--- src/cpu_ctrl_defines.svh ---
`ifndef CPU_CTRL_DEFINES_SVH
`define CPU_CTRL_DEFINES_SVH

// data word width, also the width of ALU operands and offsets
`define WORD 32

// one instruction, and the register-list mask of the list instructions
`define HALF_WORD 16

// the register list in an STM or PUSH encoding is one byte wide
`define BYTE 8

// register number width, sixteen architectural registers
`define ADDR_WIDTH 4

// stack pointer register number
`define SP_REG_NUM 13

// link register, the extra register that bit 8 of PUSH adds to the list
`define LR_REG_NUM 14

// address step between two consecutive registers in memory
`define WORD_BYTES 4

`endif

--- src/cpu_ctrl_pkg.sv ---
`include "cpu_ctrl_defines.svh"

package cpu_ctrl_pkg;

    // one 16-bit instruction
    typedef logic [`HALF_WORD-1:0] instr_t;

    // a data value or an address offset
    typedef logic [`WORD-1:0] word_t;

    // register number
    typedef logic [`ADDR_WIDTH-1:0] reg_addr_t;

    // one bit per register, bit i stands for register i
    typedef logic [`HALF_WORD-1:0] reg_list_t;

    // number of registers in a list, 0 up to and including 16
    typedef logic [$clog2(`HALF_WORD+1)-1:0] step_count_t;

    // operation for the execute stage
    typedef enum logic [3:0] {
        ALU_ADD,
        ALU_SUB,
        ALU_AND,
        ALU_OR,
        ALU_XOR,
        ALU_LSL,
        ALU_LSR,
        ALU_ASR,
        ALU_ROR,
        ALU_MUL,
        ALU_BIC,
        ALU_NOT
    } alu_op_e;

    // operand source, SRC_ACCUM is the offset from the list sequencer
    typedef enum logic [1:0] {
        SRC_REG,
        SRC_IMM,
        SRC_ZERO,
        SRC_ACCUM
    } alu_src_e;

    // what the write-back stage puts into the register file
    typedef enum logic {
        RF_FROM_ALU,
        RF_FROM_MEM
    } rf_data_src_e;

    // register addresses come from the instruction fields or from reg_addr_o
    typedef enum logic {
        ADDR_FROM_INSTR,
        ADDR_FROM_CTRL
    } addr_src_e;

    typedef enum logic [1:0] {
        LIST_NONE,
        LIST_STORE,
        LIST_PUSH
    } list_kind_e;

    // control word handed to the later pipeline stages
    typedef struct packed {
        logic         update_flag;
        logic         mem_read;
        logic         mem_write;
        logic         reg_write;
        rf_data_src_e rf_data_src;
        alu_src_e     alu_src_1;
        alu_src_e     alu_src_2;
        alu_op_e      alu_op;
        addr_src_e    addr_2_src;
        addr_src_e    dest_src;
        // store data from register 3 instead of register 2
        logic         sel_reg_3;
    } ctrl_word_t;

    // register-list request from the decoder to the sequencer
    typedef struct packed {
        list_kind_e kind;
        reg_list_t  reg_list;
        reg_addr_t  base;
    } list_req_t;

endpackage

--- src/thumb_decode.sv ---
`timescale 1ns/1ps
`include "cpu_ctrl_defines.svh"

module thumb_decode (
    input  cpu_ctrl_pkg::instr_t     instr_i,
    output cpu_ctrl_pkg::ctrl_word_t ctrl_o,
    output cpu_ctrl_pkg::list_req_t  list_req_o,
    output logic                     valid_o
);

    // set by the single load/store classes, applied after the class decode
    logic mem_access;
    logic mem_load;

    always_comb begin
        // defaults describe a plain register-to-register add with nothing enabled
        ctrl_o.update_flag = 1'b0;
        ctrl_o.mem_read    = 1'b0;
        ctrl_o.mem_write   = 1'b0;
        ctrl_o.reg_write   = 1'b0;
        ctrl_o.rf_data_src = cpu_ctrl_pkg::RF_FROM_ALU;
        ctrl_o.alu_src_1   = cpu_ctrl_pkg::SRC_REG;
        ctrl_o.alu_src_2   = cpu_ctrl_pkg::SRC_REG;
        ctrl_o.alu_op      = cpu_ctrl_pkg::ALU_ADD;
        ctrl_o.addr_2_src  = cpu_ctrl_pkg::ADDR_FROM_INSTR;
        ctrl_o.dest_src    = cpu_ctrl_pkg::ADDR_FROM_INSTR;
        ctrl_o.sel_reg_3   = 1'b0;

        list_req_o.kind     = cpu_ctrl_pkg::LIST_NONE;
        list_req_o.reg_list = '0;
        list_req_o.base     = '0;

        valid_o    = 1'b1;
        mem_access = 1'b0;
        mem_load   = 1'b0;

        casez (instr_i[15:9])
            // shift by immediate, add/sub and the 8-bit immediate forms
            7'b00?_????: begin
                // everything here but CMP writes a result and sets the flags
                ctrl_o.update_flag = 1'b1;
                ctrl_o.reg_write   = 1'b1;
                casez (instr_i[13:9])
                    5'b000??: begin
                        ctrl_o.alu_op    = cpu_ctrl_pkg::ALU_LSL;
                        ctrl_o.alu_src_2 = cpu_ctrl_pkg::SRC_IMM;
                    end
                    5'b001??: begin
                        ctrl_o.alu_op    = cpu_ctrl_pkg::ALU_LSR;
                        ctrl_o.alu_src_2 = cpu_ctrl_pkg::SRC_IMM;
                    end
                    5'b010??: begin
                        ctrl_o.alu_op    = cpu_ctrl_pkg::ALU_ASR;
                        ctrl_o.alu_src_2 = cpu_ctrl_pkg::SRC_IMM;
                    end
                    5'b01100: ctrl_o.alu_op = cpu_ctrl_pkg::ALU_ADD;
                    5'b01101: ctrl_o.alu_op = cpu_ctrl_pkg::ALU_SUB;
                    5'b01110, 5'b110??: begin
                        ctrl_o.alu_src_2 = cpu_ctrl_pkg::SRC_IMM;
                    end
                    5'b01111, 5'b111??: begin
                        ctrl_o.alu_op    = cpu_ctrl_pkg::ALU_SUB;
                        ctrl_o.alu_src_2 = cpu_ctrl_pkg::SRC_IMM;
                    end
                    // move is computed as 0 + imm8
                    5'b100??: begin
                        ctrl_o.alu_src_1 = cpu_ctrl_pkg::SRC_ZERO;
                        ctrl_o.alu_src_2 = cpu_ctrl_pkg::SRC_IMM;
                    end
                    5'b101??: begin
                        ctrl_o.alu_op    = cpu_ctrl_pkg::ALU_SUB;
                        ctrl_o.alu_src_2 = cpu_ctrl_pkg::SRC_IMM;
                        ctrl_o.reg_write = 1'b0;
                    end
                endcase
            end
            // data processing, register operands only
            7'b010_000?: begin
                ctrl_o.update_flag = 1'b1;
                ctrl_o.reg_write   = 1'b1;
                case (instr_i[9:6])
                    4'b0000: ctrl_o.alu_op = cpu_ctrl_pkg::ALU_AND;
                    4'b0001: ctrl_o.alu_op = cpu_ctrl_pkg::ALU_XOR;
                    4'b0010: ctrl_o.alu_op = cpu_ctrl_pkg::ALU_LSL;
                    4'b0011: ctrl_o.alu_op = cpu_ctrl_pkg::ALU_LSR;
                    4'b0100: ctrl_o.alu_op = cpu_ctrl_pkg::ALU_ASR;
                    // carry-in is added by the execute stage from the flags
                    4'b0101: ctrl_o.alu_op = cpu_ctrl_pkg::ALU_ADD;
                    4'b0110: ctrl_o.alu_op = cpu_ctrl_pkg::ALU_SUB;
                    4'b0111: ctrl_o.alu_op = cpu_ctrl_pkg::ALU_ROR;
                    4'b1000: begin
                        ctrl_o.alu_op    = cpu_ctrl_pkg::ALU_AND;
                        ctrl_o.reg_write = 1'b0;
                    end
                    // negate is 0 - Rm
                    4'b1001: begin
                        ctrl_o.alu_op    = cpu_ctrl_pkg::ALU_SUB;
                        ctrl_o.alu_src_1 = cpu_ctrl_pkg::SRC_ZERO;
                    end
                    4'b1010: begin
                        ctrl_o.alu_op    = cpu_ctrl_pkg::ALU_SUB;
                        ctrl_o.reg_write = 1'b0;
                    end
                    4'b1011: begin
                        ctrl_o.alu_op    = cpu_ctrl_pkg::ALU_ADD;
                        ctrl_o.reg_write = 1'b0;
                    end
                    4'b1100: ctrl_o.alu_op = cpu_ctrl_pkg::ALU_OR;
                    4'b1101: ctrl_o.alu_op = cpu_ctrl_pkg::ALU_MUL;
                    4'b1110: ctrl_o.alu_op = cpu_ctrl_pkg::ALU_BIC;
                    4'b1111: ctrl_o.alu_op = cpu_ctrl_pkg::ALU_NOT;
                endcase
            end
            // register offset, the signed loads sit at 011 and 111 in bits 11:9
            7'b0101_???: begin
                mem_access = 1'b1;
                mem_load   = instr_i[11] || (instr_i[10:9] == 2'b11);
            end
            // word, byte, halfword and SP-relative immediate offsets, bit 11 is L
            7'b011_????, 7'b1000_???, 7'b1001_???: begin
                mem_access       = 1'b1;
                mem_load         = instr_i[11];
                ctrl_o.alu_src_2 = cpu_ctrl_pkg::SRC_IMM;
            end
            7'b1011_010: begin
                list_req_o.kind     = cpu_ctrl_pkg::LIST_PUSH;
                list_req_o.reg_list = cpu_ctrl_pkg::reg_list_t'(instr_i[`BYTE-1:0]);
                list_req_o.reg_list[`LR_REG_NUM] = instr_i[8];
                list_req_o.base     = cpu_ctrl_pkg::reg_addr_t'(`SP_REG_NUM);
                // the stack grows down, so offsets are taken off SP
                ctrl_o.alu_op       = cpu_ctrl_pkg::ALU_SUB;
                ctrl_o.alu_src_2    = cpu_ctrl_pkg::SRC_ACCUM;
            end
            7'b1100_0??: begin
                list_req_o.kind     = cpu_ctrl_pkg::LIST_STORE;
                list_req_o.reg_list = cpu_ctrl_pkg::reg_list_t'(instr_i[`BYTE-1:0]);
                list_req_o.base     = cpu_ctrl_pkg::reg_addr_t'(instr_i[10:8]);
                ctrl_o.alu_op       = cpu_ctrl_pkg::ALU_ADD;
                ctrl_o.alu_src_2    = cpu_ctrl_pkg::SRC_ACCUM;
            end
            default: valid_o = 1'b0;
        endcase

        if (mem_access) begin
            if (mem_load) begin
                ctrl_o.mem_read    = 1'b1;
                ctrl_o.reg_write   = 1'b1;
                ctrl_o.rf_data_src = cpu_ctrl_pkg::RF_FROM_MEM;
            end else begin
                ctrl_o.mem_write = 1'b1;
                ctrl_o.sel_reg_3 = 1'b1;
            end
        end
    end

endmodule

--- src/reg_list_sequencer.sv ---
`timescale 1ns/1ps
`include "cpu_ctrl_defines.svh"

module reg_list_sequencer (
    input  logic                     clk_i,
    input  logic                     reset_i,
    input  cpu_ctrl_pkg::ctrl_word_t dec_ctrl_i,
    input  cpu_ctrl_pkg::list_req_t  list_req_i,
    output cpu_ctrl_pkg::ctrl_word_t ctrl_o,
    output logic                     stall_o,
    output cpu_ctrl_pkg::reg_addr_t  reg_addr_o,
    output cpu_ctrl_pkg::word_t      accum_imm_o
);

    // number of set bits in a register list
    function automatic cpu_ctrl_pkg::step_count_t count_regs(
        input cpu_ctrl_pkg::reg_list_t list
    );
        cpu_ctrl_pkg::step_count_t total;
        total = '0;
        for (int i = 0; i < `HALF_WORD; i++) begin
            total = total + cpu_ctrl_pkg::step_count_t'(list[i]);
        end
        return total;
    endfunction

    // register number of the lowest set bit, zero for an empty list
    function automatic cpu_ctrl_pkg::reg_addr_t lowest_reg(
        input cpu_ctrl_pkg::reg_list_t list
    );
        cpu_ctrl_pkg::reg_addr_t num;
        num = '0;
        for (int i = `HALF_WORD - 1; i >= 0; i--) begin
            if (list[i]) begin
                num = cpu_ctrl_pkg::reg_addr_t'(i);
            end
        end
        return num;
    endfunction

    // registers of the list not yet transferred have their bit still set here
    cpu_ctrl_pkg::reg_list_t   hold_mask;
    cpu_ctrl_pkg::step_count_t step_k;

    cpu_ctrl_pkg::reg_list_t   pending;
    cpu_ctrl_pkg::reg_list_t   lowest_bit;
    cpu_ctrl_pkg::step_count_t reg_count;
    cpu_ctrl_pkg::word_t       total_bytes;
    cpu_ctrl_pkg::word_t       step_bytes;
    logic                      is_list;
    logic                      is_push;
    logic                      busy;

    assign is_list = (list_req_i.kind != cpu_ctrl_pkg::LIST_NONE);
    assign is_push = (list_req_i.kind == cpu_ctrl_pkg::LIST_PUSH);
    assign pending = list_req_i.reg_list & hold_mask;

    // two's complement trick isolates the lowest set bit
    assign lowest_bit = pending & (~pending + 1'b1);

    assign busy    = is_list && (pending != '0);
    assign stall_o = busy;

    assign reg_count   = count_regs(list_req_i.reg_list);
    assign total_bytes = cpu_ctrl_pkg::word_t'(reg_count)
                         * cpu_ctrl_pkg::word_t'(`WORD_BYTES);
    assign step_bytes  = cpu_ctrl_pkg::word_t'(step_k)
                         * cpu_ctrl_pkg::word_t'(`WORD_BYTES);

    always_comb begin
        // alu_op and alu_src_2 of a list instruction are already set by the decoder
        ctrl_o      = dec_ctrl_i;
        reg_addr_o  = '0;
        accum_imm_o = '0;

        if (is_list) begin
            if (busy) begin
                // one register goes to memory, its number drives read port 2
                ctrl_o.mem_write  = 1'b1;
                ctrl_o.reg_write  = 1'b0;
                ctrl_o.addr_2_src = cpu_ctrl_pkg::ADDR_FROM_CTRL;
                reg_addr_o        = lowest_reg(pending);
                // PUSH fills from SP - 4n upward, so its offset shrinks per step
                if (is_push) begin
                    accum_imm_o = total_bytes - step_bytes;
                end else begin
                    accum_imm_o = step_bytes;
                end
            end else begin
                // final cycle writes the moved base back to the register file
                ctrl_o.mem_write = 1'b0;
                ctrl_o.reg_write = 1'b1;
                ctrl_o.dest_src  = cpu_ctrl_pkg::ADDR_FROM_CTRL;
                accum_imm_o      = total_bytes;
                if (is_push) begin
                    reg_addr_o = cpu_ctrl_pkg::reg_addr_t'(`SP_REG_NUM);
                end else begin
                    reg_addr_o = list_req_i.base;
                end
            end
        end
    end

    // any cycle without a stall rearms the sequencer for the next list instruction
    always_ff @(posedge clk_i) begin
        if (reset_i || !busy) begin
            hold_mask <= '1;
            step_k    <= '0;
        end else begin
            hold_mask <= hold_mask & ~lowest_bit;
            step_k    <= step_k + 1'b1;
        end
    end

endmodule

--- src/cpu_controller.sv ---
`timescale 1ns/1ps

module cpu_controller (
    input  logic                     clk_i,
    input  logic                     reset_i,
    input  cpu_ctrl_pkg::instr_t     instr_i,
    output cpu_ctrl_pkg::ctrl_word_t ctrl_o,
    output logic                     valid_o,
    output logic                     stall_o,
    output cpu_ctrl_pkg::reg_addr_t  reg_addr_o,
    output cpu_ctrl_pkg::word_t      accum_imm_o
);

    cpu_ctrl_pkg::ctrl_word_t dec_ctrl;
    cpu_ctrl_pkg::list_req_t  list_req;

    // single-cycle decode, valid goes straight out
    thumb_decode u_decode (
        .instr_i    (instr_i),
        .ctrl_o     (dec_ctrl),
        .list_req_o (list_req),
        .valid_o    (valid_o)
    );

    // passes the decoded word through, or steps STM/PUSH one register per cycle
    reg_list_sequencer u_sequencer (
        .clk_i       (clk_i),
        .reset_i     (reset_i),
        .dec_ctrl_i  (dec_ctrl),
        .list_req_i  (list_req),
        .ctrl_o      (ctrl_o),
        .stall_o     (stall_o),
        .reg_addr_o  (reg_addr_o),
        .accum_imm_o (accum_imm_o)
    );

endmodule

--- config.mk ---
export PLATFORM = sky130hd
export DESIGN_NAME = cpu_controller
export DESIGN_NICKNAME = d
export VERILOG_FILES = /design/src/cpu_ctrl_pkg.sv /design/src/thumb_decode.sv /design/src/reg_list_sequencer.sv /design/src/cpu_controller.sv
export VERILOG_INCLUDE_DIRS = /design/src
export SDC_FILE = /design/constraint.sdc
export NUM_CORES = 1
export LEC_CHECK = 0
export BUFFER_PORTS_ARGS = -buffer_cell sky130_fd_sc_hd__buf_2
export CORE_MARGIN = 3
export CORE_UTILIZATION = 40
export CTS_BUF_LIST = sky130_fd_sc_hd__clkbuf_4
export DETAILED_ROUTE_END_ITERATION = 8
export PLACE_DENSITY = 0.67
export SLEW_MARGIN = 5
export SYNTH_ARGS = -nofsm -noshare
export SYNTH_HDL_FRONTEND = slang
export SYNTH_SLANG_ARGS = --single-unit
--- constraint.sdc ---
create_clock -name clk_i -period 27.5 [get_ports clk_i]
set_input_delay 5.5 -clock clk_i [delete_from_list [all_inputs] [get_ports clk_i]]
set_output_delay 5.5 -clock clk_i [all_outputs]
set_load 0.01 [all_outputs]
After elaboration in Yosys (flattened, before gate mapping)
Cells that the tools add are included.
{"block": "totals", "ff_bits": 21, "latch_bits": 0, "ram_bits": 0, "mem_bits_ro": 0, "output_inout_bits": 54, "word_cells": 126, "memories": 0}
{"block": "classes", "addsub": 18, "n_mul": 0, "div_mod_pow": 0, "n_lt_le_gt_ge": 0, "eq_ne": 33, "shift": 0, "n_mux": 48, "bitwise": 5, "n_reduce_logical": 20}
{"cell": "2-to-1 mux 32 bit", "count": 3}
{"cell": "2-to-1 mux 4 bit", "count": 20}
{"cell": "adder 5 x 1 -> 5 bit", "count": 14}
{"cell": "bitwise AND 16 bit", "count": 3}
{"cell": "case mux 4 bit (12 select lines)", "count": 1}
{"cell": "case mux 22 bit (2 select lines)", "count": 1}
{"cell": "== test 4 bit, second input constant", "count": 10}
{"cell": "inverter 16 bit", "count": 2}
{"cell": "== test 4 x 3 -> 1 bit, second input constant", "count": 5}
{"cell": "adder 16 x 1 -> 16 bit, second input constant", "count": 1}
{"cell": "nonzero test 16 bit", "count": 1}
{"cell": "== test 5 x 4 -> 1 bit, second input constant", "count": 3}
{"cell": "== test 3 bit, second input constant", "count": 4}
{"cell": "2-to-1 mux 2 bit", "count": 6}
{"cell": "case mux 3 bit (4 select lines)", "count": 1}
{"cell": "case mux 4 bit (3 select lines)", "count": 1}
{"cell": "2-to-1 mux 1 bit", "count": 11}
{"cell": "OR reduction 3 bit", "count": 3}
{"cell": "OR reduction 9 bit", "count": 1}
{"cell": "== test 4 x 2 -> 1 bit, second input constant", "count": 2}
{"cell": "OR reduction 2 bit", "count": 4}
{"cell": "OR reduction 4 bit", "count": 2}
{"cell": "OR reduction 8 bit", "count": 1}
{"cell": "subtractor 7 x 7 -> 8 bit", "count": 1}
{"cell": "19 further kinds", "count": 23}

Longest topological paths before layout
Gate-level depths: netlist of run 1.
{"block": "logic_depth", "depth_word": 21, "depth_mapped": 21, "mapped_depth_nobuf": 18}

Hierarchy
Synthesis of run 1 repeated with hierarchy kept, for this count alone.
{"block": "unflattened", "cells_unflattened": 355, "hier_area_um2": 2710.1}
{"module": "reg_list_sequencer", "n_inst": 1, "cells_each": 267, "area_each_um2": 2150.8, "seq_area_each_um2": 420.4}
{"module": "thumb_decode", "n_inst": 1, "cells_each": 88, "area_each_um2": 559.3, "seq_area_each_um2": 0.0}

Least setup slack after synthesis of run 1
OpenSTA, ideal clock, no wires.
{"block": "synth_timing", "kind": "input to output", "start": "in instr_i[15]", "end": "out accum_imm_o[10]", "t_arrival_ps": 11704, "path_slack_ps": 10296, "stages": 20, "path_buffers": 3, "cell_sequence": "buf_4 nor3b_1 a22oi_2 inv_2 buf_2 and2_1 ha_1 fa_1 fa_1 fa_1 ha_1 fa_1 xnor2_1 ha_1 a21oi_1 o21ai_0 a21oi_1 nor2_1 nor3_1 buf_4"}
{"block": "synth_between", "elab_chain_len": 21, "word_cells_on_any_way": 27, "cone_classes": "add/sub: 16; eq/ne: 3; mux: 4; bitwise: 1; reduce/logical: 3"}
{"item": "from (decl)", "line_no": "cpu_controller.sv:6", "rtl": "input cpu_ctrl_pkg::instr_t instr_i,"}
{"item": "== test 7 bit or == test 5 bit (tied branches)", "line_no": "thumb_decode.sv:37", "rtl": "casez (instr_i[15:9])"}
{"item": "case mux 22 bit (2 select lines) *", "line_no": "thumb_decode.sv:37"}
{"item": "adder 1 x 1 -> 2 bit", "line_no": "reg_list_sequencer.sv:22", "rtl": "total = total + cpu_ctrl_pkg::step_count_t'(list[i]);"}
{"item": "adder 5 x 1 -> 5 bit (14 in a row)", "line_no": "reg_list_sequencer.sv:22"}
{"item": "subtractor 7 x 7 -> 8 bit", "line_no": "reg_list_sequencer.sv:85", "rtl": "accum_imm_o = total_bytes - step_bytes;"}
{"item": "2-to-1 mux 32 bit", "line_no": "reg_list_sequencer.sv:84", "rtl": "if (is_push) begin"}
{"item": "2-to-1 mux 32 bit", "line_no": "reg_list_sequencer.sv:77", "rtl": "if (busy) begin"}
{"item": "2-to-1 mux 32 bit *", "line_no": "reg_list_sequencer.sv:76", "rtl": "if (is_list) begin"}
{"item": "to (decl)", "line_no": "cpu_controller.sv:11", "rtl": "output cpu_ctrl_pkg::word_t accum_imm_o"}
Every way passes the cells marked *; elsewhere a longest branch is shown, timed or not.

Worst setup path after layout of run 1
{"block": "layout_timing", "start": "in instr_i[9]", "end": "out accum_imm_o[10]"}
{"block": "layout_between", "elab_chain_len": 21, "word_cells_on_any_way": 26, "cone_classes": "add/sub: 16; eq/ne: 2; mux: 4; bitwise: 1; reduce/logical: 3"}
{"item": "== test 7 bit *", "line_no": "thumb_decode.sv:37"}
{"item": "case mux 22 bit (2 select lines) *", "line_no": "thumb_decode.sv:37"}
{"item": "adder 1 x 1 -> 2 bit", "line_no": "reg_list_sequencer.sv:22"}
{"item": "adder 5 x 1 -> 5 bit (14 in a row)", "line_no": "reg_list_sequencer.sv:22"}
{"item": "subtractor 7 x 7 -> 8 bit", "line_no": "reg_list_sequencer.sv:85"}
{"item": "2-to-1 mux 32 bit", "line_no": "reg_list_sequencer.sv:84"}
{"item": "2-to-1 mux 32 bit", "line_no": "reg_list_sequencer.sv:77"}
{"item": "2-to-1 mux 32 bit *", "line_no": "reg_list_sequencer.sv:76"}
Marked as above.

==> results of run 1 <==
-- worst min-delay path by stage --
stage / startpoint / to / slack (ps)
floorplan: u_sequencer.hold_mask[0]$_SDFF_PP1_ / u_sequencer.hold_mask[0]$_SDFF_PP1_ / 440
global placement: u_sequencer.hold_mask[1]$_SDFF_PP1_ / u_sequencer.hold_mask[1]$_SDFF_PP1_ / 460
detailed placement: u_sequencer.hold_mask[1]$_SDFF_PP1_ / u_sequencer.hold_mask[1]$_SDFF_PP1_ / 470
CTS: u_sequencer.hold_mask[1]$_SDFF_PP1_ / u_sequencer.hold_mask[1]$_SDFF_PP1_ / 490
global route: u_sequencer.hold_mask[0]$_SDFF_PP1_ / u_sequencer.hold_mask[0]$_SDFF_PP1_ / 510
finish: u_sequencer.hold_mask[2]$_SDFF_PP1_ / u_sequencer.hold_mask[2]$_SDFF_PP1_ / 490
-- synthesized netlist by cell type (2+ instances only) --
| library cell | instances | area share [%] |
|---|---|---|
| nor3_1 | 6 | 1.6 |
| xnor2_1 | 5 | 2.3 |
| xor2_1 | 3 | 1.4 |
| a31oi_1 | 4 | 1.3 |
| ha_1 | 11 | 7.2 |
| a211o_1 | 2 | 0.92 |
| nand3b_1 | 2 | 0.79 |
| o21ai_0 | 14 | 3.7 |
| a21o_1 | 8 | 3.2 |
| a211oi_1 | 2 | 0.79 |
| nand2_1 | 25 | 4.9 |
| inv_1 | 15 | 3.0 |
| a21oi_1 | 12 | 3.2 |
| buf_2 | 4 | 1.1 |
| nand2b_1 | 3 | 0.99 |
| nand4_1 | 2 | 0.66 |
| or3_1 | 3 | 0.99 |
| nand3_1 | 6 | 1.6 |
| dfxtp_1 | 14 | 15 |
| nor2b_1 | 3 | 0.99 |
| a22oi_1 | 4 | 1.6 |
| clkbuf_1 | 5 | 0.99 |
| nor2_1 | 17 | 3.4 |
| mux2i_1 | 3 | 1.6 |
| o32ai_1 | 2 | 0.92 |
| fa_1 | 6 | 6.3 |
| buf_4 | 30 | 12 |
| and2_1 | 13 | 4.3 |
-- critical path: stages --
cell and delay, ps:
buf_2 200, and4b_1 240, a22oi_2 450, inv_2 250, and2_1 250, ha_1 300
fa_1 510, fa_1 510, fa_1 490, ha_1 240, fa_1 390, xnor2_1 230
ha_1 310, a21oi_1 150, o21ai_0 130, a21oi_1 160, nor2_1 60, nor3_2 660
buf_2 270
-- report_power, final --
group	leakage, nW	internal, mW	total (mW)	switching [mW]
Combinational	0.907	0.00496	0.0129	0.00794
Clock	0.0154	0.00528	0.0123	0.00705
Sequential	0.113	0.0203	0.0203	0.0000456
Total	1.04	0.0305	0.0456	0.0150
-- stage by stage --
| stage | std cells | instance area [um^2] | util (%) | hold slack (ps) |
|---|---|---|---|---|
| finish | 337 | 2069 | 46.25 | 485.9 |
| global route | 337 | 2069 | 46.25 | 509.1 |
| CTS | 337 | 2069 | 46.25 | 490.5 |
| detailed placement | 333 | 2043 | 45.67 | 467.9 |
| global placement | 333 | 2043 | 45.67 | 460.0 |
| floorplan | 253 | 1908 | - | 443.7 |
-- routing by layer --
metal  GRT usage [%]  share of wire, %  vias to the layer above
li1                -                 -                      911
met1           24.05                49                      827
met2           26.50                43                       64
met3          0.9346               5.6                        7
met4           5.929               1.8                        0
met5               0                 0                        -
-- kinds of logic (layout without fill, tap and decap cells) --
kind of cell / after synthesis / after routing / synth area share, %
and+or+nand+nor: 91 / 91 / 26.00
DFF: 14 / 14 / 14.75
adders and majority gates: 17 / 17 / 13.56
xor gates and xnor gates: 8 / 8 / 3.687
AOI/OAI and AO/OA: 61 / 61 / 22.58
muxes: 3 / 3 / 1.580
other: 1 / 3 / 0.1973
buffers and inverters: 56 / 88 / 17.64
-- flip-flops by register name, indices dropped and copies added, names as in the netlist --
signal and count:
u_sequencer.step_k 5, u_sequencer.hold_mask 9
-- area by class of cell --
cell class | count | share of cell area [%]
clock inverter | 1 | 0.1814
sequential | 14 | 13.54
tap | 52 | 3.144
clock buffer | 3 | 1.088
timing repair buffer | 68 | 16.45
multi-input combinational | 183 | 62.70
inverter | 16 | 2.902
==> summary.txt, run 1 <==
Worst setup path
  – WP data arrival: 11300 ps
  – CP Class: in2out
  – Critical Path RT: 22000 ps
  – Worst-case reg-to-reg path depth: 5
  – Startpoint Class: input pin
  – R2r endpoint: u_sequencer.step_k[3]$_SDFF_PP0_
  – CP Max Fanout: 25
  – Worst R2R Start: u_sequencer.hold_mask[4]$_SDFF_PP1_
  – CP Launch Point: instr_i[9]
  – Worst setup endpoint: accum_imm_o[10]
  – Setup crit end kind: output port
  – FF-to-FF setup slack: 25380 ps

Synth
  – #FFs+latches synth: 14
  – Top_reg_cell synth: dfxtp_1
  – Mapped Avg Cell Area: 7.572 um^2
  – Post-Syn Instances: 251
  – Synth cell types: 55
  – Post-synthesis sequential area ratio: 14.75%
  – Async S/R FF share, synth: 0%
  – Syn Std Cell Area: 0.001901 mm^2
  – Post-synth EDFFs: 0
  – Yosys warning count: 0

Power
  – Pwr Total: 45.56 uW
  – Power Dens Cells: 22.02 mW/mm^2
  – LEAKAGE: 1.035 nW
  – Maximum VDD drop: 17.48 uV

Finish
  – Ant diodes: 0
  – Final nets: 321
  – Commonest non-fill, non-tap cell in the layout: buf_2
  – Reg area: 280.3 um^2
  – Multi-input logic area: 0.001297 mm^2
  – Syn-to-layout area delta: 8.887%
  – Most frequent cells in the layout: buf_2, nand2_1, nor2_1, inv_1
  – Ratio of cells with drive above 1 in the final layout: 28.07%
  – Filler instances: 460

Global routing
  – Global-route wire length before repair: 7389 um
  – Largest net degree at the start of global routing: 26
  – Grt ovf: 0
  – Initial antenna violation count: 0
  – Number of global-route vias before repair: 1557
  – Tot GR Track Use: 16.73%

Clocking
  – CTS Buffer Depth: 2
  – Cts bufs inserted: 3
  – Setup Buffers After CTS: 0
  – Hold-fix buffers, CTS: 0
  – Reg clk slew, reported paths: 90 ps
  – Root buffer cell: clkbuf_4
  – Clock sink count: 14
  – Resized Gates After CTS: 0
  – CTS tree: done
  – Clock latency on the worst-skew pair: 290 ps
  – H-Tree Level Count: 1

Routing
  – Post-route antenna net violation count: 0
  – Drt total wl: 4616 um
  – Drt initial violations: 103
  – DRT Pass-1 Iters: 4
  – WL per Instance: 13.70 um
  – Vias: 1809
  – Post-detailed-route DRC marker count: 0
  – Vias/cell: 5.368

Run
  – Max Cap Viol: 0

Worst hold path
  – Hold Path Class: reg2reg
  – WHS Path Cells: 1

Floorplanning
  – Die area: 0.005615 mm^2
  – Std-Cell Core Area: 0.004474 mm^2
  – # rows: 24
  – Die W: 74.93 um
  – Initial Util: 42.48%
  – DIE HEIGHT: 74.93 um
  – Top Ports: 72

Place
  – Detailed Place HPWL: 3593 um
  – Dpl ws: 10680 ps
  – Gpl congestion: 0.8752
  – IO Port Bufs: 68

STA
  – Count of pins over their slew limit: 0
  – Worst-margin pin slew: 872.2 ps
  – Final worst slack: 10700 ps
  – Clock skew: 4.769 ps
  – Final setup fails: 0
  – Fmax: 59.53 MHz
  – Final period utilization: 61.09%
  – Final setup TNS: 0 ps
  – Post-route minimum period: 16800 ps
  – Worst slew margin: 41.53%
  – RSZ-0062 raised after global routing: false
  – Final Hold Fails: 0

Status
  – Status: completed
No activity file was read; power rests on OpenSTA's default activity.
==> run 2, diff against run 1 <==
--- a/config.mk
+++ b/config.mk
@@ -6,12 +6,13 @@
 export SDC_FILE = /design/constraint.sdc
 export NUM_CORES = 1
 export LEC_CHECK = 0
+export ABC_AREA = 1
 export BUFFER_PORTS_ARGS = -buffer_cell sky130_fd_sc_hd__buf_2
 export CORE_MARGIN = 3
 export CORE_UTILIZATION = 40
 export CTS_BUF_LIST = sky130_fd_sc_hd__clkbuf_4
 export DETAILED_ROUTE_END_ITERATION = 8
-export PLACE_DENSITY = 0.67
+export PLACE_DENSITY = 0.7
 export SLEW_MARGIN = 5
 export SYNTH_ARGS = -nofsm -noshare
 export SYNTH_HDL_FRONTEND = slang
==> constraint.sdc (replaced) <==
create_clock -name clk_i -period 14.1 [get_ports clk_i]
set_input_delay 2.82 -clock clk_i [delete_from_list [all_inputs] [get_ports clk_i]]
set_output_delay 2.82 -clock clk_i [all_outputs]
set_load 0.01 [all_outputs]
==> summary.txt, run 2 <==
STA
  – Final setup fails: 0 (unchanged)
  – RSZ-0062 raised after global routing: false
  – Fmax: 92.08 MHz
  – Worst-margin pin slew: 725.7 ps (-146.5 ps)
  – Final setup TNS: 0 ps (unchanged)
  – Post-route minimum period: 10860 ps
  – Final Hold Fails: 0 (unchanged)
  – Final period utilization: 77.02%
  – Worst slew margin: 51.17% (+9.6 points)
  – Clock skew: 8.063 ps (+3.294 ps)
  – Count of pins over their slew limit: 0 (unchanged)

Finish
  – Final instance area: 0.002097 mm^2 (+1.3%)
  – Most frequent cells in the layout: buf_2, nand2_1, inv_1, nor2_1, o21ai_0
  – Ant diodes: 0 (unchanged)
  – Largest registers: u_sequencer.hold_mask x9, u_sequencer.step_k x5
  – Ratio of cells with drive above 1 in the final layout: 32.70% (+4.6 points)
  – Final nets: 355 (+11%)
  – Syn-to-layout area delta: 10.85%
  – Largest register FFs: 9 (unchanged)
  – Largest register by flop count: u_sequencer.hold_mask
  – Commonest non-fill, non-tap cell in the layout: buf_2

Global routing
  – Tot GR Track Use: 15.73% (-1.0 points)
  – Largest net degree at the start of global routing: 26 (unchanged)
  – Number of global-route vias before repair: 1598 (+2.6%)
  – Initial antenna violation count: 0 (unchanged)
  – Grt ovf: 0 (unchanged)
  – Global-route wire length before repair: 6962 um (-5.8%)

Routing
  – Drt initial violations: 89 (-14%)
  – DRT Pass-1 Iters: 4 (unchanged)
  – WL per Instance: 11.59 um (-15%)
  – Post-detailed-route DRC marker count: 0 (unchanged)
  – Vias/cell: 4.859 (-9.5%)
  – Drt total wl: 4287 um (-7.1%)
  – Vias: 1798 (-0.61%)
  – Post-route antenna net violation count: 0 (unchanged)

Clocking
  – Root buffer cell: clkbuf_4
  – Reg clk slew, reported paths: 80 ps (about the same)
  – Clock latency on the worst-skew pair: 280 ps (about the same)
  – Hold-fix buffers, CTS: 0 (unchanged)
  – Clock sink count: 14 (unchanged)
  – CTS Buffer Depth: 2 (unchanged)
  – Setup Buffers After CTS: 0 (unchanged)
  – CTS tree: done
  – Cts bufs inserted: 3 (unchanged)
  – Resized Gates After CTS: 0 (unchanged)
  – H-Tree Level Count: 1 (unchanged)

Worst hold path
  – Hold Path Class: reg2reg

Place
  – Gpl congestion: 0.8670 (-0.94%)
  – IO Port Bufs: 68 (unchanged)
  – Detailed Place HPWL: 3594 um (about the same)
  – Dpl cell area: 0.002074 mm^2 (+1.5%)

Floorplanning
  – # rows: 24 (unchanged)
  – Std-Cell Core Area: 0.004474 mm^2 (unchanged)
  – Die area: 0.005591 mm^2 (-0.43%)
  – Initial Util: 42.28% (-0.20 points)
  – Die W: 74.77 um (-0.21%)
  – DIE HEIGHT: 74.77 um (-0.21%)
  – Top Ports: 72 (unchanged)

Worst setup path
  – WP data arrival: 8040 ps (-3260 ps)
  – Slowest cell delay on critical path: 510 ps (-150 ps)
  – Startpoint Class: input pin
  – Worst path buffer plus inverter count: 5 (+2)
  – Crit-path cells: buf_2 -> inv_1 -> nand2_2 -> nor2_4 -> nand2_4 -> nand2_8 -> inv_1 -> nor2_1 -> ha_1 -> fa_1 -> fa_1 -> fa_1 -> ha_1 -> fa_1 -> xnor2_1 -> ha_1 -> a21oi_1 -> o21ai_0 -> a21oi_1 -> o211ai_1 -> inv_1 -> buf_2
  – Slowest CP cell: fa_1
  – Dominant delay contributor by cell family on the critical path: adder cells
  – Top cell by count, worst path: fa_1
  – Critical Path RT: 11280 ps (-10720 ps)
  – CP Max Fanout: 25 (unchanged)
  – CP Class: in2out
  – Setup crit end kind: output port

Synth
  – Mapped Avg Cell Area: 6.854 um^2 (-9.5%)
  – Most frequent cell after synthesis: nand2_1
  – Synth cell types: 36 (-35%)
  – Top-area cell type share of the netlist area: 14.81% (+0.068 points)
  – Top_reg_cell synth: dfxtp_1
  – Post-Syn Instances: 276 (+10%)
  – Cell taking the most area after synthesis: dfxtp_1
  – Synth cell count leaders: nand2_1, inv_1, buf_4
  – Synth top area cells: dfxtp_1, buf_4, nand2_1, inv_1, ha_1
  – Syn Std Cell Area: 0.001892 mm^2 (-0.46%)
  – Post-synthesis sequential area ratio: 14.81% (+0.068 points)
  – Yosys warning count: 0 (unchanged)
  – #FFs+latches synth: 14 (unchanged)
  – Async S/R FF share, synth: 0% (unchanged)
  – Post-synth EDFFs: 0 (unchanged)

Power
  – LEAKAGE: 1.226 nW (+18%)
  – Maximum VDD drop: 44.14 uV (+150%)
  – Power Dens Cells: 44.52 mW/mm^2 (+100%)

Status
  – Status: completed

Run
  – Max Cap Viol: 0 (unchanged)
[run 2: cell types whose count changed after synthesis, sizes merged, moves of 7 or more]
cell,before,now
and2,13,0
nand3,6,18
nor2,18,33
o21ai,14,21
nand2,26,61
a21o,8,0
inv,16,42
[run 2: cells by family (layout without fill, tap and decap cells)]
logic type	Yosys count	after routing	synth area share (%)
XOR/XNOR	6	6	2.778
buffers and inverters	74	114	21.10
AND/OR/NAND/NOR	121	121	33.60
flip-flops	14	14	14.81
adder cells (fa/ha/maj)	17	17	13.62
AO/OA/AOI/OAI	43	43	13.89
other	1	3	0.1982
[run 2: cell type report]
type / instances / area [um^2]
fill: 501 / 2377
clock buffer: 3 / 22.52
multi-input combinational: 190 / 1220
tap: 52 / 65.06
timing repair buffer: 68 / 340.3
sequential: 14 / 280.3
inverter: 43 / 168.9
[run 2: through the flow]
step                total power [mW]  util (%)  hold slack [ps]  setup WS [ps]  instances
global route                 0.09975     46.87            481.9           2865        370
finish                       0.09336     46.87            453.3           3240        370
global placement             0.07176     46.36            424.7           3399        367
floorplan                    0.06161         -            410.7           3537        278
CTS                          0.09467     46.87            457.7           3228        370
detailed placement           0.07191     46.36            436.7           3252        367
[run 2: path summary, 6_finish.rpt]
path | slack [ps] | cells past startpoint | start | to
max reg2reg | 12850 | 6 | u_sequencer.hold_mask[14]$_SDFF_PP1_ | u_sequencer.hold_mask[1]$_SDFF_PP1_
max | 3240 | 22 | instr_i[11] | accum_imm_o[14]
min reg2reg | 450 | 2 | u_sequencer.hold_mask[14]$_SDFF_PP1_ | u_sequencer.hold_mask[14]$_SDFF_PP1_
min | 450 | 2 | u_sequencer.hold_mask[14]$_SDFF_PP1_ | u_sequencer.hold_mask[14]$_SDFF_PP1_
[run 2: metal layers]
metal | vias to the layer above | part of all wire [%] | track usage, % | wire length (um)
li1 | 935 | - | - | -
met1 | 790 | 48 | 21.81 | 2068
met2 | 66 | 43 | 25.95 | 1862
met4 | 0 | 1.6 | 5.731 | 68
met3 | 7 | 6.7 | 0.8011 | 287
met5 | - | 0 | 0 | 0
[run 2: worst register-to-register path, stage by stage, from the launching register on]
cell and delay (ps):
dfxtp_1 330, nor3b_1 230, nor2_2 90, nand3_4 190, nand2_4 110, inv_4 120
nand2_1 60
[run 2: power by group]
part | internal [mW] | leakage (nW) | total (mW) | switching, mW
clock network | 0.00992 | 0.0138 | 0.0225 | 0.0126
logic | 0.0107 | 1.10 | 0.0308 | 0.0202
registers | 0.0397 | 0.113 | 0.0400 | 0.000290
==> run 3, diff against run 2 <==
==> constraint.sdc (replaced) <==
create_clock -name clk_i -period 9 [get_ports clk_i]
set_input_delay 1.8 -clock clk_i [delete_from_list [all_inputs] [get_ports clk_i]]
set_output_delay 1.8 -clock clk_i [all_outputs]
set_load 0.01 [all_outputs]
==> summary.txt, run 3 (synthesis results as in run 2) <==
Finish
  – Final core utilization: 47.04% (+0.17 points)
  – Largest register by flop count: u_sequencer.hold_mask
  – Commonest non-fill, non-tap cell in the layout: buf_2
  – Final instance area: 0.002105 mm^2 (+0.36%)
  – Ant diodes: 0 (unchanged)
  – Syn-to-layout area delta: 11.24%
  – Largest register FFs: 9 (unchanged)
  – Most frequent cells in the layout: buf_2, nand2_1, inv_1, nor2_1, o21ai_0
  – Ratio of cells with drive above 1 in the final layout: 33.23% (+0.52 points)
  – Largest registers: u_sequencer.hold_mask x9, u_sequencer.step_k x5
  – Non-Filler Instances: 371 (+0.27%)
  – Final nets: 356 (+0.28%)

Floorplanning
  – Std-Cell Core Area: 0.004474 mm^2 (unchanged)
  – Initial Util: 42.28% (unchanged)
  – # rows: 24 (unchanged)
  – Top Ports: 72 (unchanged)
  – DIE HEIGHT: 74.77 um (unchanged)
  – Die W: 74.77 um (unchanged)
  – Die area: 0.005591 mm^2 (unchanged)

Worst setup path
  – Crit-path cells: buf_2 -> inv_1 -> nand2_2 -> nor2_4 -> nand2_4 -> nand2_8 -> inv_1 -> nor2_1 -> ha_1 -> fa_1 -> fa_1 -> fa_1 -> ha_1 -> fa_1 -> xnor2_1 -> ha_1 -> a21oi_1 -> o21ai_0 -> a21oi_1 -> o211ai_1 -> inv_2 -> buf_2
  – Slowest CP cell: fa_1
  – CP Class: in2out
  – CP Max Fanout: 25 (unchanged)
  – Worst path buffer plus inverter count: 5 (unchanged)
  – Slowest cell delay on critical path: 510 ps (about the same)
  – Dominant delay contributor by cell family on the critical path: adder cells
  – Critical Path RT: 7200 ps (-4080 ps)
  – WP data arrival: 6630 ps (-1410 ps)
  – Setup crit end kind: output port
  – Top cell by count, worst path: fa_1
  – Startpoint Class: input pin

Routing
  – Vias: 1788 (-0.56%)
  – Drt total wl: 4331 um (+1.0%)
  – Drt initial violations: 59 (-34%)
  – Post-route antenna net violation count: 0 (unchanged)
  – WL per Instance: 11.67 um (+0.75%)
  – DRT Pass-1 Iters: 4 (unchanged)
  – Post-detailed-route DRC marker count: 0 (unchanged)
  – Vias/cell: 4.819 (-0.82%)

Place
  – IO Port Bufs: 68 (unchanged)
  – Gpl congestion: 0.8722 (+0.60%)
  – Detailed Place HPWL: 3678 um (+2.3%)
  – Dpl ws: 401.7 ps (-2850 ps)
  – Cells after DPL: 368 (+0.27%)
  – Dpl cell area: 0.002082 mm^2 (+0.36%)

Global routing
  – Grt ovf: 0 (unchanged)
  – Largest net degree at the start of global routing: 26 (unchanged)
  – Tot GR Track Use: 16.43% (+0.70 points)
  – Initial antenna violation count: 0 (unchanged)
  – Global-route wire length before repair: 7251 um (+4.2%)
  – Number of global-route vias before repair: 1668 (+4.4%)

STA
  – Worst-margin pin slew: 705.0 ps (-20.70 ps)
  – Final period utilization: 93.61%
  – Final setup fails: 0 (unchanged)
  – Hold slack: 452.4 ps (-0.9080 ps)
  – Final Hold Fails: 0 (unchanged)
  – Clock skew: 2.594 ps (-5.469 ps)
  – RSZ-0062 raised after global routing: false
  – Worst slew margin: 52.57% (+1.4 points)
  – Final worst slack: 574.9 ps (-2665 ps)
  – Fmax: 118.7 MHz
  – Post-route minimum period: 8425 ps
  – Count of pins over their slew limit: 0 (unchanged)
  – Final setup TNS: 0 ps (unchanged)

Run
  – Max Cap Viol: 0 (unchanged)

Clocking
  – Cts bufs inserted: 3 (unchanged)
  – Resized Gates After CTS: 0 (unchanged)
  – H-Tree Level Count: 1 (unchanged)
  – CTS tree: done
  – Root buffer cell: clkbuf_4
  – Clock latency on the worst-skew pair: 280 ps (about the same)
  – CTS Buffer Depth: 2 (unchanged)
  – Setup Buffers After CTS: 0 (unchanged)
  – Clock sink count: 14 (unchanged)
  – Hold-fix buffers, CTS: 0 (unchanged)
  – Reg clk slew, reported paths: 80 ps (about the same)

Worst hold path
  – Hold Path Class: reg2reg

Power
  – P_sw: 51.31 uW (+55%)
  – Power Dens Cells: 69.33 mW/mm^2 (+56%)
  – Seq pwr share: 43.0% (about the same)
  – Pwr Total: 145.9 uW (+56%)
  – Maximum VDD drop: 63.89 uV (+45%)
  – Clock network power share: 23.9% (-0.2 points)
  – LEAKAGE: 1.228 nW (+0.14%)
  – Combinational fraction of design power: 33.1% (about the same)
  – Int Power: 94.60 uW (+57%)
  – Sw frac: 35.17% (-0.24 points)

Status
  – Status: completed
-- run 3: per-layer routing --
metal / global-route usage (%) / share of wire [%]
met5: 0 / 0
met4: 4.743 / 1.3
met3: 1.068 / 6.0
met2: 28.39 / 44
met1: 22.07 / 48
-- run 3: cell type report --
type / count / area [um^2]
flip-flops and latches: 14 / 280.3
multi-input cells: 190 / 1220
clock buffers: 3 / 22.52
well taps: 52 / 65.06
repair buffers: 69 / 347.8
fillers: 471 / 2370
inverters: 43 / 168.9
-- run 3: worst reg2reg max path, cell delays in order, from the launching register on --
cell and delay, ps:
dfxtp_1 330, nor3b_1 230, nor2_2 100, nand3_4 200
nand2_4 120, inv_4 120, nand2_1 70
-- run 3: power by group through the flow --
| stage | Sequential (mW) | Combinational, mW | Clock, mW |
|---|---|---|---|
| 4_1_cts | 0.0627 | 0.0485 | 0.0364 |
| 5_1_grt | 0.0628 | 0.0547 | 0.0388 |
| 6_report | 0.0627 | 0.0483 | 0.0349 |
| 3_5_place_dp | 0.0642 | 0.0483 | 0 |
| 2_1_floorplan | 0.0641 | 0.0325 | 0 |
| 3_3_place_gp | 0.0642 | 0.0481 | 0 |
-- run 3: path summary, 6_finish.rpt --
kind / cells after the start / endpoint / from / slack, ps
setup / recovery: 22 / accum_imm_o[14] / instr_i[11] / 570
hold / removal: 2 / u_sequencer.hold_mask[14]$_SDFF_PP1_ / u_sequencer.hold_mask[14]$_SDFF_PP1_ / 450
setup reg to reg: 6 / u_sequencer.hold_mask[4]$_SDFF_PP1_ / u_sequencer.hold_mask[14]$_SDFF_PP1_ / 7730
hold reg to reg: 2 / u_sequencer.hold_mask[14]$_SDFF_PP1_ / u_sequencer.hold_mask[14]$_SDFF_PP1_ / 450
